<file path="config.mk">
export PLATFORM = sky130hd
export DESIGN_NAME = boa_exec_top
export DESIGN_NICKNAME = d
export VERILOG_FILES = /design/src/design/boa_exec_pkg.sv /design/src/design/boa_alu.sv /design/src/design/boa_apb_regs.sv /design/src/design/boa_delay_comp.sv /design/src/design/boa_exec_core.sv /design/src/design/boa_exec_top.sv /design/src/design/boa_mul.sv /design/src/design/boa_sel_enc.sv /design/src/design/boa_unary_enc.sv
export SDC_FILE = /design/constraint.sdc
export NUM_CORES = 2
export LEC_CHECK = 0
export ABC_AREA = 1
export BUFFER_PORTS_ARGS = -buffer_cell sky130_fd_sc_hd__clkbuf_2
export CAP_MARGIN = 0
export CELL_PAD_IN_SITES_DETAIL_PLACEMENT = 1
export CELL_PAD_IN_SITES_GLOBAL_PLACEMENT = 1
export CORE_ASPECT_RATIO = 1.5
export CORE_UTILIZATION = 49
export CTS_CLUSTER_SIZE = 24
export DETAILED_ROUTE_END_ITERATION = 7
export PLACE_DENSITY = 0.85
export SLEW_MARGIN = 30
export SYNTH_ARGS = -nofsm -noshare
export SYNTH_HDL_FRONTEND = slang
export SYNTH_SLANG_ARGS = --single-unit
</file>
<file path="constraint.sdc">
create_clock -name clk -period 8.5 [get_ports clk]
set_input_delay 0.425 -clock clk [delete_from_list [all_inputs] [get_ports clk]]
set_output_delay 0.425 -clock clk [all_outputs]
set_load 0.005 [all_outputs]
</file>
<file path="src/design/boa_exec_pkg.sv">
// Shared constants for the execute subsystem; offsets assume a 5-bit APB address.
`default_nettype none

package boa_exec_pkg;

    // Data path width.
    localparam int XLEN = 32;

    // Operation codes, as written to CMD[2:0].
    typedef enum logic [2:0] {
        OP_ADD = 3'd0,
        OP_SUB = 3'd1,
        OP_AND = 3'd2,
        OP_OR  = 3'd3,
        OP_XOR = 3'd4,
        OP_SLL = 3'd5,
        OP_SRL = 3'd6,
        OP_MUL = 3'd7
    } op_t;

    // Functional units.
    // Index doubles as bit position in done vectors.
    localparam int NUM_UNITS = 2;
    localparam int UNIT_ALU  = 0;
    localparam int UNIT_MUL  = 1;

    // APB register offsets.
    localparam logic [4:0] REG_OPA    = 5'h00;
    localparam logic [4:0] REG_OPB    = 5'h04;
    localparam logic [4:0] REG_CMD    = 5'h08;
    localparam logic [4:0] REG_RESULT = 5'h0C;
    localparam logic [4:0] REG_STATUS = 5'h10;

    // STATUS bit positions.
    localparam int STAT_BUSY = 0;
    localparam int STAT_DONE = 1;
    localparam int STAT_FLAG = 2;
    // Unit field, $clog2(NUM_UNITS) bits wide.
    localparam int STAT_UNIT = 4;

endpackage

`default_nettype wire

</file>
<file path="src/design/boa_alu.sv">
// Single-cycle ALU; result and flag hold until the next start, OP_MUL gives zero.
`default_nettype none

module boa_alu
    import boa_exec_pkg::*;
(
    input  wire logic            clk,
    input  wire logic            arst_n,
    input  wire logic            start,
    input  wire op_t             op,
    input  wire logic [XLEN-1:0] opa,
    input  wire logic [XLEN-1:0] opb,
    output logic      [XLEN-1:0] result,
    output logic                 flag,
    output logic                 valid
);

    logic [XLEN:0]   wide;
    logic [XLEN-1:0] res_d;
    logic            flag_d;

    always_comb begin
        wide   = '0;
        res_d  = '0;
        flag_d = 1'b0;
        unique case (op)
            // Bit XLEN is carry on add, borrow on sub.
            OP_ADD: wide = {1'b0, opa} + {1'b0, opb};
            OP_SUB: wide = {1'b0, opa} - {1'b0, opb};
            OP_AND: res_d = opa & opb;
            OP_OR:  res_d = opa | opb;
            OP_XOR: res_d = opa ^ opb;
            OP_SLL: res_d = opa << opb[4:0];
            OP_SRL: res_d = opa >> opb[4:0];
            default: res_d = '0;
        endcase
        if (op == OP_ADD || op == OP_SUB) begin
            res_d  = wide[XLEN-1:0];
            flag_d = wide[XLEN];
        end
    end

    // Payload captured only on start.
    always_ff @(posedge clk or negedge arst_n) begin
        if (!arst_n) begin
            result <= '0;
            flag   <= 1'b0;
        end else if (start) begin
            result <= res_d;
            flag   <= flag_d;
        end
    end

    always_ff @(posedge clk or negedge arst_n) begin
        if (!arst_n) valid <= 1'b0;
        else         valid <= start;
    end

endmodule

`default_nettype wire

</file>
<file path="src/design/boa_apb_regs.sv">
// APB3 register file; no wait states, bad offsets and refused commands flag pslverr.
`default_nettype none

module boa_apb_regs
    import boa_exec_pkg::*;
(
    input  wire logic                         clk,
    input  wire logic                         arst_n,
    input  wire logic [4:0]                   paddr,
    input  wire logic                         psel,
    input  wire logic                         penable,
    input  wire logic                         pwrite,
    input  wire logic [31:0]                  pwdata,
    output logic      [31:0]                  prdata,
    output logic                              pready,
    output logic                              pslverr,
    output logic      [XLEN-1:0]              opa,
    output logic      [XLEN-1:0]              opb,
    output op_t                               op,
    output logic                              start,
    input  wire logic [XLEN-1:0]              result,
    input  wire logic                         flag,
    input  wire logic                         busy,
    input  wire logic                         done,
    input  wire logic [$clog2(NUM_UNITS)-1:0] last_unit
);

    logic        access;
    logic        known;
    logic        ro_write;
    logic        cmd_bad;
    logic        cmd_ok;
    logic [31:0] status;

    // Access phase completes every cycle it is seen.
    assign access = psel && penable;
    assign pready = 1'b1;

    // Offset decode.
    assign known = (paddr == REG_OPA) || (paddr == REG_OPB) || (paddr == REG_CMD)
                || (paddr == REG_RESULT) || (paddr == REG_STATUS);
    assign ro_write = pwrite && ((paddr == REG_RESULT) || (paddr == REG_STATUS));
    // Command refused while busy or with upper bits set.
    assign cmd_bad  = pwrite && (paddr == REG_CMD) && (busy || (|pwdata[31:3]));
    assign cmd_ok   = access && pwrite && (paddr == REG_CMD) && !cmd_bad;

    assign pslverr = access && (!known || ro_write || cmd_bad);

    always_ff @(posedge clk or negedge arst_n) begin
        if (!arst_n) begin
            opa   <= '0;
            opb   <= '0;
            op    <= OP_ADD;
            start <= 1'b0;
        end else begin
            // One-cycle pulse per accepted command.
            start <= cmd_ok;
            if (access && pwrite && paddr == REG_OPA) opa <= pwdata;
            if (access && pwrite && paddr == REG_OPB) opb <= pwdata;
            if (cmd_ok) op <= op_t'(pwdata[2:0]);
        end
    end

    // Status word.
    always_comb begin
        status            = '0;
        status[STAT_BUSY] = busy;
        status[STAT_DONE] = done;
        status[STAT_FLAG] = flag;
        status[STAT_UNIT +: $clog2(NUM_UNITS)] = last_unit;
    end

    // Read mux.
    always_comb begin
        unique case (paddr)
            REG_OPA:    prdata = opa;
            REG_OPB:    prdata = opb;
            REG_CMD:    prdata = {29'b0, op};
            REG_RESULT: prdata = result;
            REG_STATUS: prdata = status;
            default:    prdata = '0;
        endcase
    end

endmodule

`default_nettype wire

</file>
<file path="src/design/boa_delay_comp.sv">
// Busy timer; a trigger that arrives while the timer still runs is ignored.
`default_nettype none

module boa_delay_comp #(
    parameter int delay = 1
) (
    input  wire logic clk,
    input  wire logic arst_n,
    input  wire logic trig,
    output logic      waiting
);

    generate
        if (delay != 0) begin : g_timer
            // Wide enough to hold delay itself.
            localparam int cnt_w = $clog2(delay + 1);

            logic [cnt_w-1:0] timer;

            // Load on trigger when idle, then count down.
            always_ff @(posedge clk or negedge arst_n) begin
                if (!arst_n) begin
                    timer <= '0;
                end else if (trig && timer == '0) begin
                    timer <= cnt_w'(delay);
                end else if (timer != '0) begin
                    timer <= timer - 1'b1;
                end
            end

            assign waiting = (timer != '0);
        end else begin : g_none
            // No latency to cover.
            assign waiting = 1'b0;
        end
    endgenerate

endmodule

`default_nettype wire

</file>
<file path="src/design/boa_exec_core.sv">
// Execute core; issues one operation at a time, start must not come while busy.
`default_nettype none

module boa_exec_core
    import boa_exec_pkg::*;
#(
    parameter int MUL_DELAY = 3
) (
    input  wire logic                         clk,
    input  wire logic                         arst_n,
    input  wire logic                         start,
    input  wire op_t                          op,
    input  wire logic [XLEN-1:0]              opa,
    input  wire logic [XLEN-1:0]              opb,
    output logic      [XLEN-1:0]              result,
    output logic                              flag,
    output logic                              busy,
    output logic                              done,
    output logic      [$clog2(NUM_UNITS)-1:0] last_unit
);

    logic                         alu_start, mul_start;
    logic                         alu_wait, mul_wait;
    logic [NUM_UNITS-1:0]         unit_valid;
    logic [XLEN-1:0]              unit_result [NUM_UNITS];
    logic                         unit_flag [NUM_UNITS];
    logic [XLEN-1:0]              merged_result;
    logic                         merged_flag;
    logic [$clog2(NUM_UNITS)-1:0] unit_idx;

    // Route start by operation.
    assign mul_start = start && (op == OP_MUL);
    assign alu_start = start && (op != OP_MUL);

    boa_alu i_alu (
        .clk(clk), .arst_n(arst_n), .start(alu_start), .op(op), .opa(opa), .opb(opb),
        .result(unit_result[UNIT_ALU]), .flag(unit_flag[UNIT_ALU]),
        .valid(unit_valid[UNIT_ALU])
    );

    boa_mul #(.MUL_DELAY(MUL_DELAY)) i_mul (
        .clk(clk), .arst_n(arst_n), .start(mul_start), .opa(opa), .opb(opb),
        .result(unit_result[UNIT_MUL]), .flag(unit_flag[UNIT_MUL]),
        .valid(unit_valid[UNIT_MUL])
    );

    // Cover each unit's latency plus the capture cycle.
    boa_delay_comp #(.delay(1)) i_alu_dc (
        .clk(clk), .arst_n(arst_n), .trig(alu_start), .waiting(alu_wait)
    );
    boa_delay_comp #(.delay(MUL_DELAY)) i_mul_dc (
        .clk(clk), .arst_n(arst_n), .trig(mul_start), .waiting(mul_wait)
    );

    // Start counts too, so a second command is refused at once.
    assign busy = start | alu_wait | mul_wait;

    boa_sel_enc #(.depth(NUM_UNITS), .payload_t(logic [XLEN-1:0])) i_res_sel (
        .sel(unit_valid), .d(unit_result), .q(merged_result)
    );
    boa_sel_enc #(.depth(NUM_UNITS), .payload_t(logic)) i_flag_sel (
        .sel(unit_valid), .d(unit_flag), .q(merged_flag)
    );
    boa_unary_enc #(.width(NUM_UNITS)) i_unit_enc (
        .unary(unit_valid), .binary(unit_idx)
    );

    // Capture on any unit valid; done cleared by the next start.
    always_ff @(posedge clk or negedge arst_n) begin
        if (!arst_n) begin
            result    <= '0;
            flag      <= 1'b0;
            done      <= 1'b0;
            last_unit <= '0;
        end else if (|unit_valid) begin
            result    <= merged_result;
            flag      <= merged_flag;
            done      <= 1'b1;
            last_unit <= unit_idx;
        end else if (start) begin
            done <= 1'b0;
        end
    end

endmodule

`default_nettype wire

</file>
<file path="src/design/boa_exec_top.sv">
// Execute subsystem top; APB3 slave, one clock, MUL_DELAY must be at least 1.
`default_nettype none

module boa_exec_top
    import boa_exec_pkg::*;
#(
    parameter int MUL_DELAY = 3
) (
    input  wire logic        clk,
    input  wire logic        arst_n,
    input  wire logic [4:0]  paddr,
    input  wire logic        psel,
    input  wire logic        penable,
    input  wire logic        pwrite,
    input  wire logic [31:0] pwdata,
    output logic      [31:0] prdata,
    output logic             pready,
    output logic             pslverr
);

    // Register file to core.
    logic [XLEN-1:0]              opa, opb;
    op_t                          op;
    logic                         start;
    // Core back to register file.
    logic [XLEN-1:0]              result;
    logic                         flag, busy, done;
    logic [$clog2(NUM_UNITS)-1:0] last_unit;

    boa_apb_regs i_regs (
        .clk(clk), .arst_n(arst_n), .paddr(paddr), .psel(psel), .penable(penable),
        .pwrite(pwrite), .pwdata(pwdata), .prdata(prdata), .pready(pready),
        .pslverr(pslverr), .opa(opa), .opb(opb), .op(op), .start(start),
        .result(result), .flag(flag), .busy(busy), .done(done), .last_unit(last_unit)
    );

    boa_exec_core #(.MUL_DELAY(MUL_DELAY)) i_core (
        .clk(clk), .arst_n(arst_n), .start(start), .op(op), .opa(opa), .opb(opb),
        .result(result), .flag(flag), .busy(busy), .done(done), .last_unit(last_unit)
    );

endmodule

`default_nettype wire

</file>
<file path="src/design/boa_mul.sv">
// Unsigned multiplier pipeline; MUL_DELAY must be at least 1.
`default_nettype none

module boa_mul
    import boa_exec_pkg::*;
#(
    parameter int MUL_DELAY = 3
) (
    input  wire logic            clk,
    input  wire logic            arst_n,
    input  wire logic            start,
    input  wire logic [XLEN-1:0] opa,
    input  wire logic [XLEN-1:0] opb,
    output logic      [XLEN-1:0] result,
    output logic                 flag,
    output logic                 valid
);

    logic [2*XLEN-1:0]  prod_q [MUL_DELAY];
    logic [MUL_DELAY-1:0] vld_q;

    // Full product enters the first stage on start.
    always_ff @(posedge clk or negedge arst_n) begin
        if (!arst_n) begin
            for (int i = 0; i < MUL_DELAY; i++) begin
                prod_q[i] <= '0;
            end
        end else begin
            if (start) begin
                prod_q[0] <= opa * opb;
            end
            for (int i = 1; i < MUL_DELAY; i++) begin
                prod_q[i] <= prod_q[i-1];
            end
        end
    end

    // Valid tag rides alongside the data.
    always_ff @(posedge clk or negedge arst_n) begin
        if (!arst_n) begin
            vld_q <= '0;
        end else begin
            vld_q[0] <= start;
            for (int i = 1; i < MUL_DELAY; i++) begin
                vld_q[i] <= vld_q[i-1];
            end
        end
    end

    // Low word out, overflow when high word non-zero.
    assign result = prod_q[MUL_DELAY-1][XLEN-1:0];
    assign flag   = |prod_q[MUL_DELAY-1][2*XLEN-1:XLEN];
    assign valid  = vld_q[MUL_DELAY-1];

endmodule

`default_nettype wire

</file>
<file path="src/design/boa_sel_enc.sv">
// Select-and-merge mux; payload_t must be an integral type, sel normally one-hot.
`default_nettype none

module boa_sel_enc #(
    parameter int  depth     = 2,
    parameter type payload_t = logic
) (
    input  wire logic [depth-1:0] sel,
    input  wire payload_t         d [depth],
    output payload_t              q
);

    payload_t masked [depth];

    // Zero every input whose select is low.
    generate
        for (genvar x = 0; x < depth; x++) begin : g_mask
            assign masked[x] = sel[x] ? d[x] : payload_t'(0);
        end
    endgenerate

    // Merge the survivors.
    always_comb begin
        q = payload_t'(0);
        for (int i = 0; i < depth; i++) begin
            q = q | masked[i];
        end
    end

endmodule

`default_nettype wire

</file>
<file path="src/design/boa_unary_enc.sv">
// One-hot to index encoder; several set bits give the OR of their indices.
`default_nettype none

module boa_unary_enc #(
    parameter int width = 2
) (
    input  wire logic [width-1:0]         unary,
    output logic      [$clog2(width)-1:0] binary
);

    localparam int out_w = $clog2(width);

    // OR the index of every set bit.
    always_comb begin
        binary = '0;
        for (int i = 0; i < width; i++) begin
            if (unary[i]) begin
                binary = binary | out_w'(i);
            end
        end
    end

endmodule

`default_nettype wire

</file>
-- Yosys cells after proc, flatten, opt, wreduce, memory -nomap -nowiden
Cells that the tools add are included.
- register bits: 335
- input bits: 42
- output and inout bits: 34
- logic and storage cells: 94
- add/subtract/negate cells: 4
- $mul: 1
- equal/unequal tests: 12
- shift-type cells: 2
- mux-type cells: 16
- bitwise operators: 8
- reduce and logical (&&, ||, !) cells: 34
- operator list (operator ; number):
    32-bit case mux with 5 select lines ; 2
    32-bit two-way mux ; 3
    33-bit case mux with 2 select lines ; 1
    32-bit by 32-bit multiplier with 64-bit output ; 1
    32-bit OR ; 2
    32-bit by 32-bit adder with 33-bit output ; 1
    32-bit by 32-bit subtractor with 33-bit output ; 1
    32-bit AND ; 1
    32-bit OR reduction ; 1
    32-bit by 5-bit << shifter with 32-bit output ; 1
    32-bit by 5-bit right shift with 32-bit output ; 1
    32-bit XOR ; 1
    29-bit OR reduction ; 1
    1-bit logical AND ; 14
    3-bit equality test, second input constant ; 4
    5-bit by 4-bit equality test with 1-bit output, second input constant ; 2
    1-bit logical OR ; 9
    1-bit two-way mux ; 8
    3-bit by 2-bit equality test with 1-bit output, second input constant ; 2
    2-bit nonzero test ; 3
    5-bit by 3-bit equality test with 1-bit output, second input constant ; 1
    5-bit equality test, second input constant ; 1
    5-bit zero test ; 1
    2-bit two-way mux ; 2
    other kinds (10) ; 13

-- Depth between registers and ports, before layout
- word-level depth: 9
- gate-level depth with buffers: 32
- depth with buffers taken out: 30

-- By module
Synthesis repeated with hierarchy kept, for this count alone.
- cells, all modules: 7882
- area, all modules: 57082.2 um^2
- by module, submodules not included (module ; times used ; cells an instance ; area an instance (um^2) ; sequential area each (um^2)):
    boa_mul ; 1 ; 5327 ; 41893.9 ; 4879.7
    boa_alu ; 1 ; 1808 ; 9659.3 ; 850.8
    boa_apb_regs ; 1 ; 464 ; 3495.9 ; 1701.6
    boa_exec_core ; 1 ; 159 ; 1442.6 ; 875.8
    boa_sel_enc at i_core.i_res_sel ; 1 ; 102 ; 427.9 ; 0.0
    boa_delay_comp at i_core.i_mul_dc ; 1 ; 15 ; 108.9 ; 50.0
    boa_delay_comp at i_core.i_alu_dc ; 1 ; 3 ; 35.0 ; 25.0
    boa_sel_enc at i_core.i_flag_sel ; 1 ; 3 ; 11.3 ; 0.0
    boa_unary_enc ; 1 ; 1 ; 7.5 ; 0.0

-- Worst setup path before layout
Ideal clock, no wire load.
- kind: register to register
- start point: reg i_regs.opb[2]
- end point: reg i_core.i_mul.prod_q[179] (netlist name)
- setup time: 118 ps
- arrival: 6651 ps
- required time: 8382 ps
- path slack: 1731 ps
- cell stages (with the launch flop): 29
- path buffers: 4
- clock period less this slack: 6769 ps
- cell sequence: dfrtp_1 -> buf_6 -> buf_2 -> buf_1 -> buf_1 -> nand2_1 -> fa_1 -> inv_1 -> fa_1 -> inv_1 -> fa_1 -> fa_1 -> inv_1 -> fa_1 -> fa_1 -> fa_1 -> fa_1 -> ha_1 -> nand2_1 -> nor2_1 -> inv_1 -> nor2_1 -> inv_1 -> o21bai_1 -> nand2_1 -> nand3_1 -> nand2_1 -> nand3_1 -> nand2_1
- word-level cells in the longest chain between the ends: 1
- ends and longest elaborated chain (element ; line ; source):
    from (decl) ; boa_apb_regs.sv:18 ; output logic [XLEN-1:0] opb,
    from (signal assigned) ; boa_apb_regs.sv:59 ; if (access && pwrite && paddr == REG_OPB) opb <= pwdata;
    32-bit by 32-bit multiplier with 64-bit output ; boa_mul.sv:30 ; prod_q[0] <= opa * opb;
    to (signal, indexed assignment) ; boa_mul.sv:33 ; prod_q[i] <= prod_q[i-1];
    to (decl) ; boa_mul.sv:19 ; logic [2*XLEN-1:0] prod_q [MUL_DELAY];
No other way between the ends.
A chain may end at the register's enable or synchronous reset.

-- Worst setup path in the final report
- start point: reg i_regs.opa[24]
- end point: reg i_core.i_mul.prod_q[164] (netlist name)
- word-level cells in the longest chain between the ends: 1
- ends and longest elaborated chain (element ; line ; source):
    from (decl) ; boa_apb_regs.sv:17 ; output logic [XLEN-1:0] opa,
    from (signal assigned) ; boa_apb_regs.sv:58 ; if (access && pwrite && paddr == REG_OPA) opa <= pwdata;
    32-bit by 32-bit multiplier with 64-bit output ; boa_mul.sv:30 ;
No other way between the ends.

==> metrics.md <==
| Metric | Value |
|---|---|
| Vias after detailed routing | 52856 |
| Register area share after synthesis | 0.150 |
| Tightest Pin Transition | 1.17 ns |
| Global route overflow | 0 |
| Final Wtd Congestion | 1.00 |
| Number of buffers created by CTS | 40 |
| Iteration-0 DRC count of the detailed router | 4260 |
| Maximum operating frequency | 119 MHz |
| Most used cells in the layout excluding fill and tap cells | sky130_fd_sc_hd__nand2_1 (2364), sky130_fd_sc_hd__inv_1 (2030), sky130_fd_sc_hd__fa_1 (897), sky130_fd_sc_hd__nand3_1 (423), sky130_fd_sc_hd__ha_1 (362) |
| Total of endpoints with negative setup slack in the final report | 0 |
| Floorplan core area | 113000 µm² |
| Area growth from synthesis to layout | 6.24% |
| TritonRoute pass-1 iters | 6 |
| Clock latency at the later pin of the worst-skew pair | 0.67 ns |
| Detailed Route WL | 259 mm |
| Number of enable flip-flop cells after synthesis | 0 |
| Most common cell after layout, fill and taps aside | sky130_fd_sc_hd__nand2_1 |
| Max Slew Vio Count | 0 |
| # IOs | 76 |
| Mean post-synth cell area | 7.30 µm² |
| Largest fanout on the critical path | 17 |
| Cell area after technology mapping | 55700 µm² |
| Worst endpoint required time | 9.04 ns |
| Primary FF master, synth | sky130_fd_sc_hd__dfrtp_1 |
| Fraction of final layout cells sized beyond drive strength 1 | 0.0487 |
| Final Total Pwr | 0.00657 W |
| CTS root buf | sky130_fd_sc_hd__clkbuf_16 |
| Number of port buffers | 74 |
| Number of synthesized register bits | 335 |
| CTS H-Tree Depth | 2 |
| Maximum clock skew at final layout | 0.0818 ns |
| Crit. End Element | flip-flop |
| Summed negative setup slack over all endpoints | 0 ns |
| Class of the tightest hold or removal check | primary input to flip-flop |
| Number of distinct library cell variants in the gate-level netlist after synthesis | 45 |
| Die Area | 115000 µm² |
| Clock sink count | 335 |
| Type of the worst setup path | flip-flop to flip-flop |
| Synthesized netlist net count | 8935 |
| Min cycle time layout | 8.43 ns |
| Finished layout cell area | 59200 µm² |
| Gate Count Post-Synth | 7634 |
| DR vias/cell | 5.85 |
| Number of buffers between clock root and the deepest sink | 3 |
| Net count, final | 8843 |
| Async set or reset register ratio after synthesis | 1.00 |
| Worst hold slack across all endpoints | 0.127 ns |
| Power per cell area | 111 nW/µm² |
| Startpoint kind of the worst setup timing path | flip-flop |
| Detail-routed net length per standard cell | 28.7 µm |
| Largest net degree at the start of global routing | 92 |
| Number of warnings printed during yosys synthesis | 0 |
| Detail Placement HPWL | 206 mm |
| Placed cell areas | 57700 µm² |
| Register-to-register path setup slack | 0.07 ns |
| Leakage power | 36.3 nW |
| Die boundary width | 277 µm |
| Final Hold Vio Count | 0 |
| First-pass GRT wire length | 385 mm |
| Initial Util | 0.494 |
| Die height | 415 µm |
| Share of the cycle needed by the critical path after routing | 0.992 |
| Fin worst setup slack | 0.0678 ns |
| Number of nets still failing antenna checks after routing | 0 |
| Register clock-pin slew on the reported worst setup and hold paths | 0.07 ns |
| Vias in the first global route | 60062 |
| Pre-CTS setup slack | 0.180 ns |
| Residual DRC count | 0 |
| Number of antenna violations at the first check in global routing | 17 |
| Unrepaired setup endpoints after global routing | false |
| Result of the run | completed |
| Rel. slew slack | 0.210 |
| Worst path arrival time | 8.97 ns |
| Std cell rows | 151 |
| Aggregate global-route resource usage | 0.463 |
| CTS tree | yes |
| Count of maximum capacitance violations | 0 |
| Maximum VDD drop | 132 µV |
## final cells by class
class	instances	area, µm²
Inverter	2045	7680
Tap cell	1453	1820
Sequential cell	335	8410
Timing Repair Buffer	228	1630
Clock buffer	48	1060
Multi-Input combinational cell	4892	38300
Fill cell	14389	53600
Clock inverter	26	328
Antenna cell	14	35.0
## critical path: stages, from the launching register on
cell and delay (ns):
sky130_fd_sc_hd__dfrtp_1 0.91, sky130_fd_sc_hd__nand2_1 0.23, sky130_fd_sc_hd__fa_1 0.55, sky130_fd_sc_hd__fa_1 0.72
sky130_fd_sc_hd__fa_1 0.49, sky130_fd_sc_hd__fa_1 0.52, sky130_fd_sc_hd__inv_1 0.06, sky130_fd_sc_hd__fa_1 0.48
sky130_fd_sc_hd__fa_1 0.47, sky130_fd_sc_hd__fa_1 1.04, sky130_fd_sc_hd__inv_1 0.13, sky130_fd_sc_hd__fa_1 0.52
sky130_fd_sc_hd__inv_1 0.05, sky130_fd_sc_hd__ha_1 0.37, sky130_fd_sc_hd__nand2_1 0.14, sky130_fd_sc_hd__nor2_1 0.27
sky130_fd_sc_hd__nand2_1 0.16, sky130_fd_sc_hd__nor3_2 0.33, sky130_fd_sc_hd__nand3_1 0.25, sky130_fd_sc_hd__nand3_1 0.22
sky130_fd_sc_hd__nand2_1 0.15, sky130_fd_sc_hd__nand3_1 0.20, sky130_fd_sc_hd__nand2_1 0.08
## per-stage QoR
| step | std cells | utilization |
|---|---|---|
| after global routing | 9027 | 0.525 |
| after CTS | 9026 | 0.524 |
| after floorplan | 7634 | - |
| after detailed placement | 8951 | 0.512 |
| after global placement | 8951 | 0.512 |
| final | 9041 | 0.525 |
## timing repair
item,4_1_cts,5_1_grt
endpoints found under the hold margin,72,0
hold buffers,1,0
buffers inserted,0,0
gates resized for setup,0,8
endpoints found under the setup margin,0,16
## logic make-up after synthesis
kind of cell | after synthesis | share of synthesized area
compound gates | 385 | 0.0412
simple gates | 3182 | 0.230
buf+inv | 2407 | 0.164
other cells | 1 | 0.0000673
xor+xnor | 65 | 0.0102
flops | 335 | 0.150
fa+ha+maj | 1259 | 0.403
## worst paths after layout
check / start / endpoint / cells past startpoint
setup / recovery: i_regs.opa[24]$_DFFE_PN0P_ / i_core.i_mul.prod_q[164]$_DFFE_PN0P_ / 22
hold / removal: pwdata[31] / i_regs.opb[31]$_DFFE_PN0P_ / 3
setup reg to reg: i_regs.opa[24]$_DFFE_PN0P_ / i_core.i_mul.prod_q[164]$_DFFE_PN0P_ / 22
hold reg to reg: i_core.i_mul.prod_q[104]$_DFF_PN0_ / i_core.i_mul.prod_q[40]$_DFF_PN0_ / 0
max in group asynchronous: arst_n / i_regs.opa[23]$_DFFE_PN0P_ / 4
min in group asynchronous: arst_n / i_core.i_mul.prod_q[168]$_DFFE_PN0P_ / 2
## state kept, by name, summed over array words and instances (netlist names)
register,cells
i_core.result,32
i_core.i_mul.result,32
i_core.last_unit,1
i_core.i_alu.flag,1
i_core.flag,1
i_regs.opa,32
i_core.i_mul.prod_q,160
i_regs.start,1
i_core.done,1
i_core.i_mul.vld_q,3
i_core.i_mul_dc.g_timer.timer,2
i_regs.opb,32
i_regs.op,3
i_core.i_alu_dc.waiting,1
i_core.i_alu.result,32
i_core.i_alu.valid,1
## layer usage
layer / wire, µm / vias to the layer above / share of wire / GRT usage
met2: 124000 / 3065 / 0.48 / 0.766
met5: 133 / - / 0.00051 / 0.00252
met3: 21800 / 1609 / 0.084 / 0.127
li1: - / 21905 / - / -
met1: 79600 / 26261 / 0.31 / 0.449
met4: 34100 / 16 / 0.13 / 0.490
## cells in the mapped netlist, drive strengths merged (11+ instances only)
library cell	number	area share
nand2	2369	0.16
inv	2044	0.14
dfrtp	335	0.15
buf	78	0.0074
fa	897	0.32
nor4	16	0.0021
o21bai	11	0.0015
o21ai	159	0.014
o221ai	32	0.0050
xor2	37	0.0058
nand4	35	0.0039
nor2	274	0.019
nor3	28	0.0025
a21oi	103	0.0093
a22oi	31	0.0042
a221oi	15	0.0024
nand3	426	0.039
clkbuf	284	0.019
nand3b	23	0.0031
ha	362	0.081
xnor2	28	0.0044
## power breakdown
group          switching, W  leakage [nW]  total [W]  internal [W]
Combinational       0.00206          31.1    0.00290      0.000847
Sequential         0.000160          4.63    0.00178       0.00162
Clock              0.000894         0.658    0.00189      0.000994
Total               0.00311          36.3    0.00657       0.00346
Note: power is estimated with default switching activity, not from simulation.
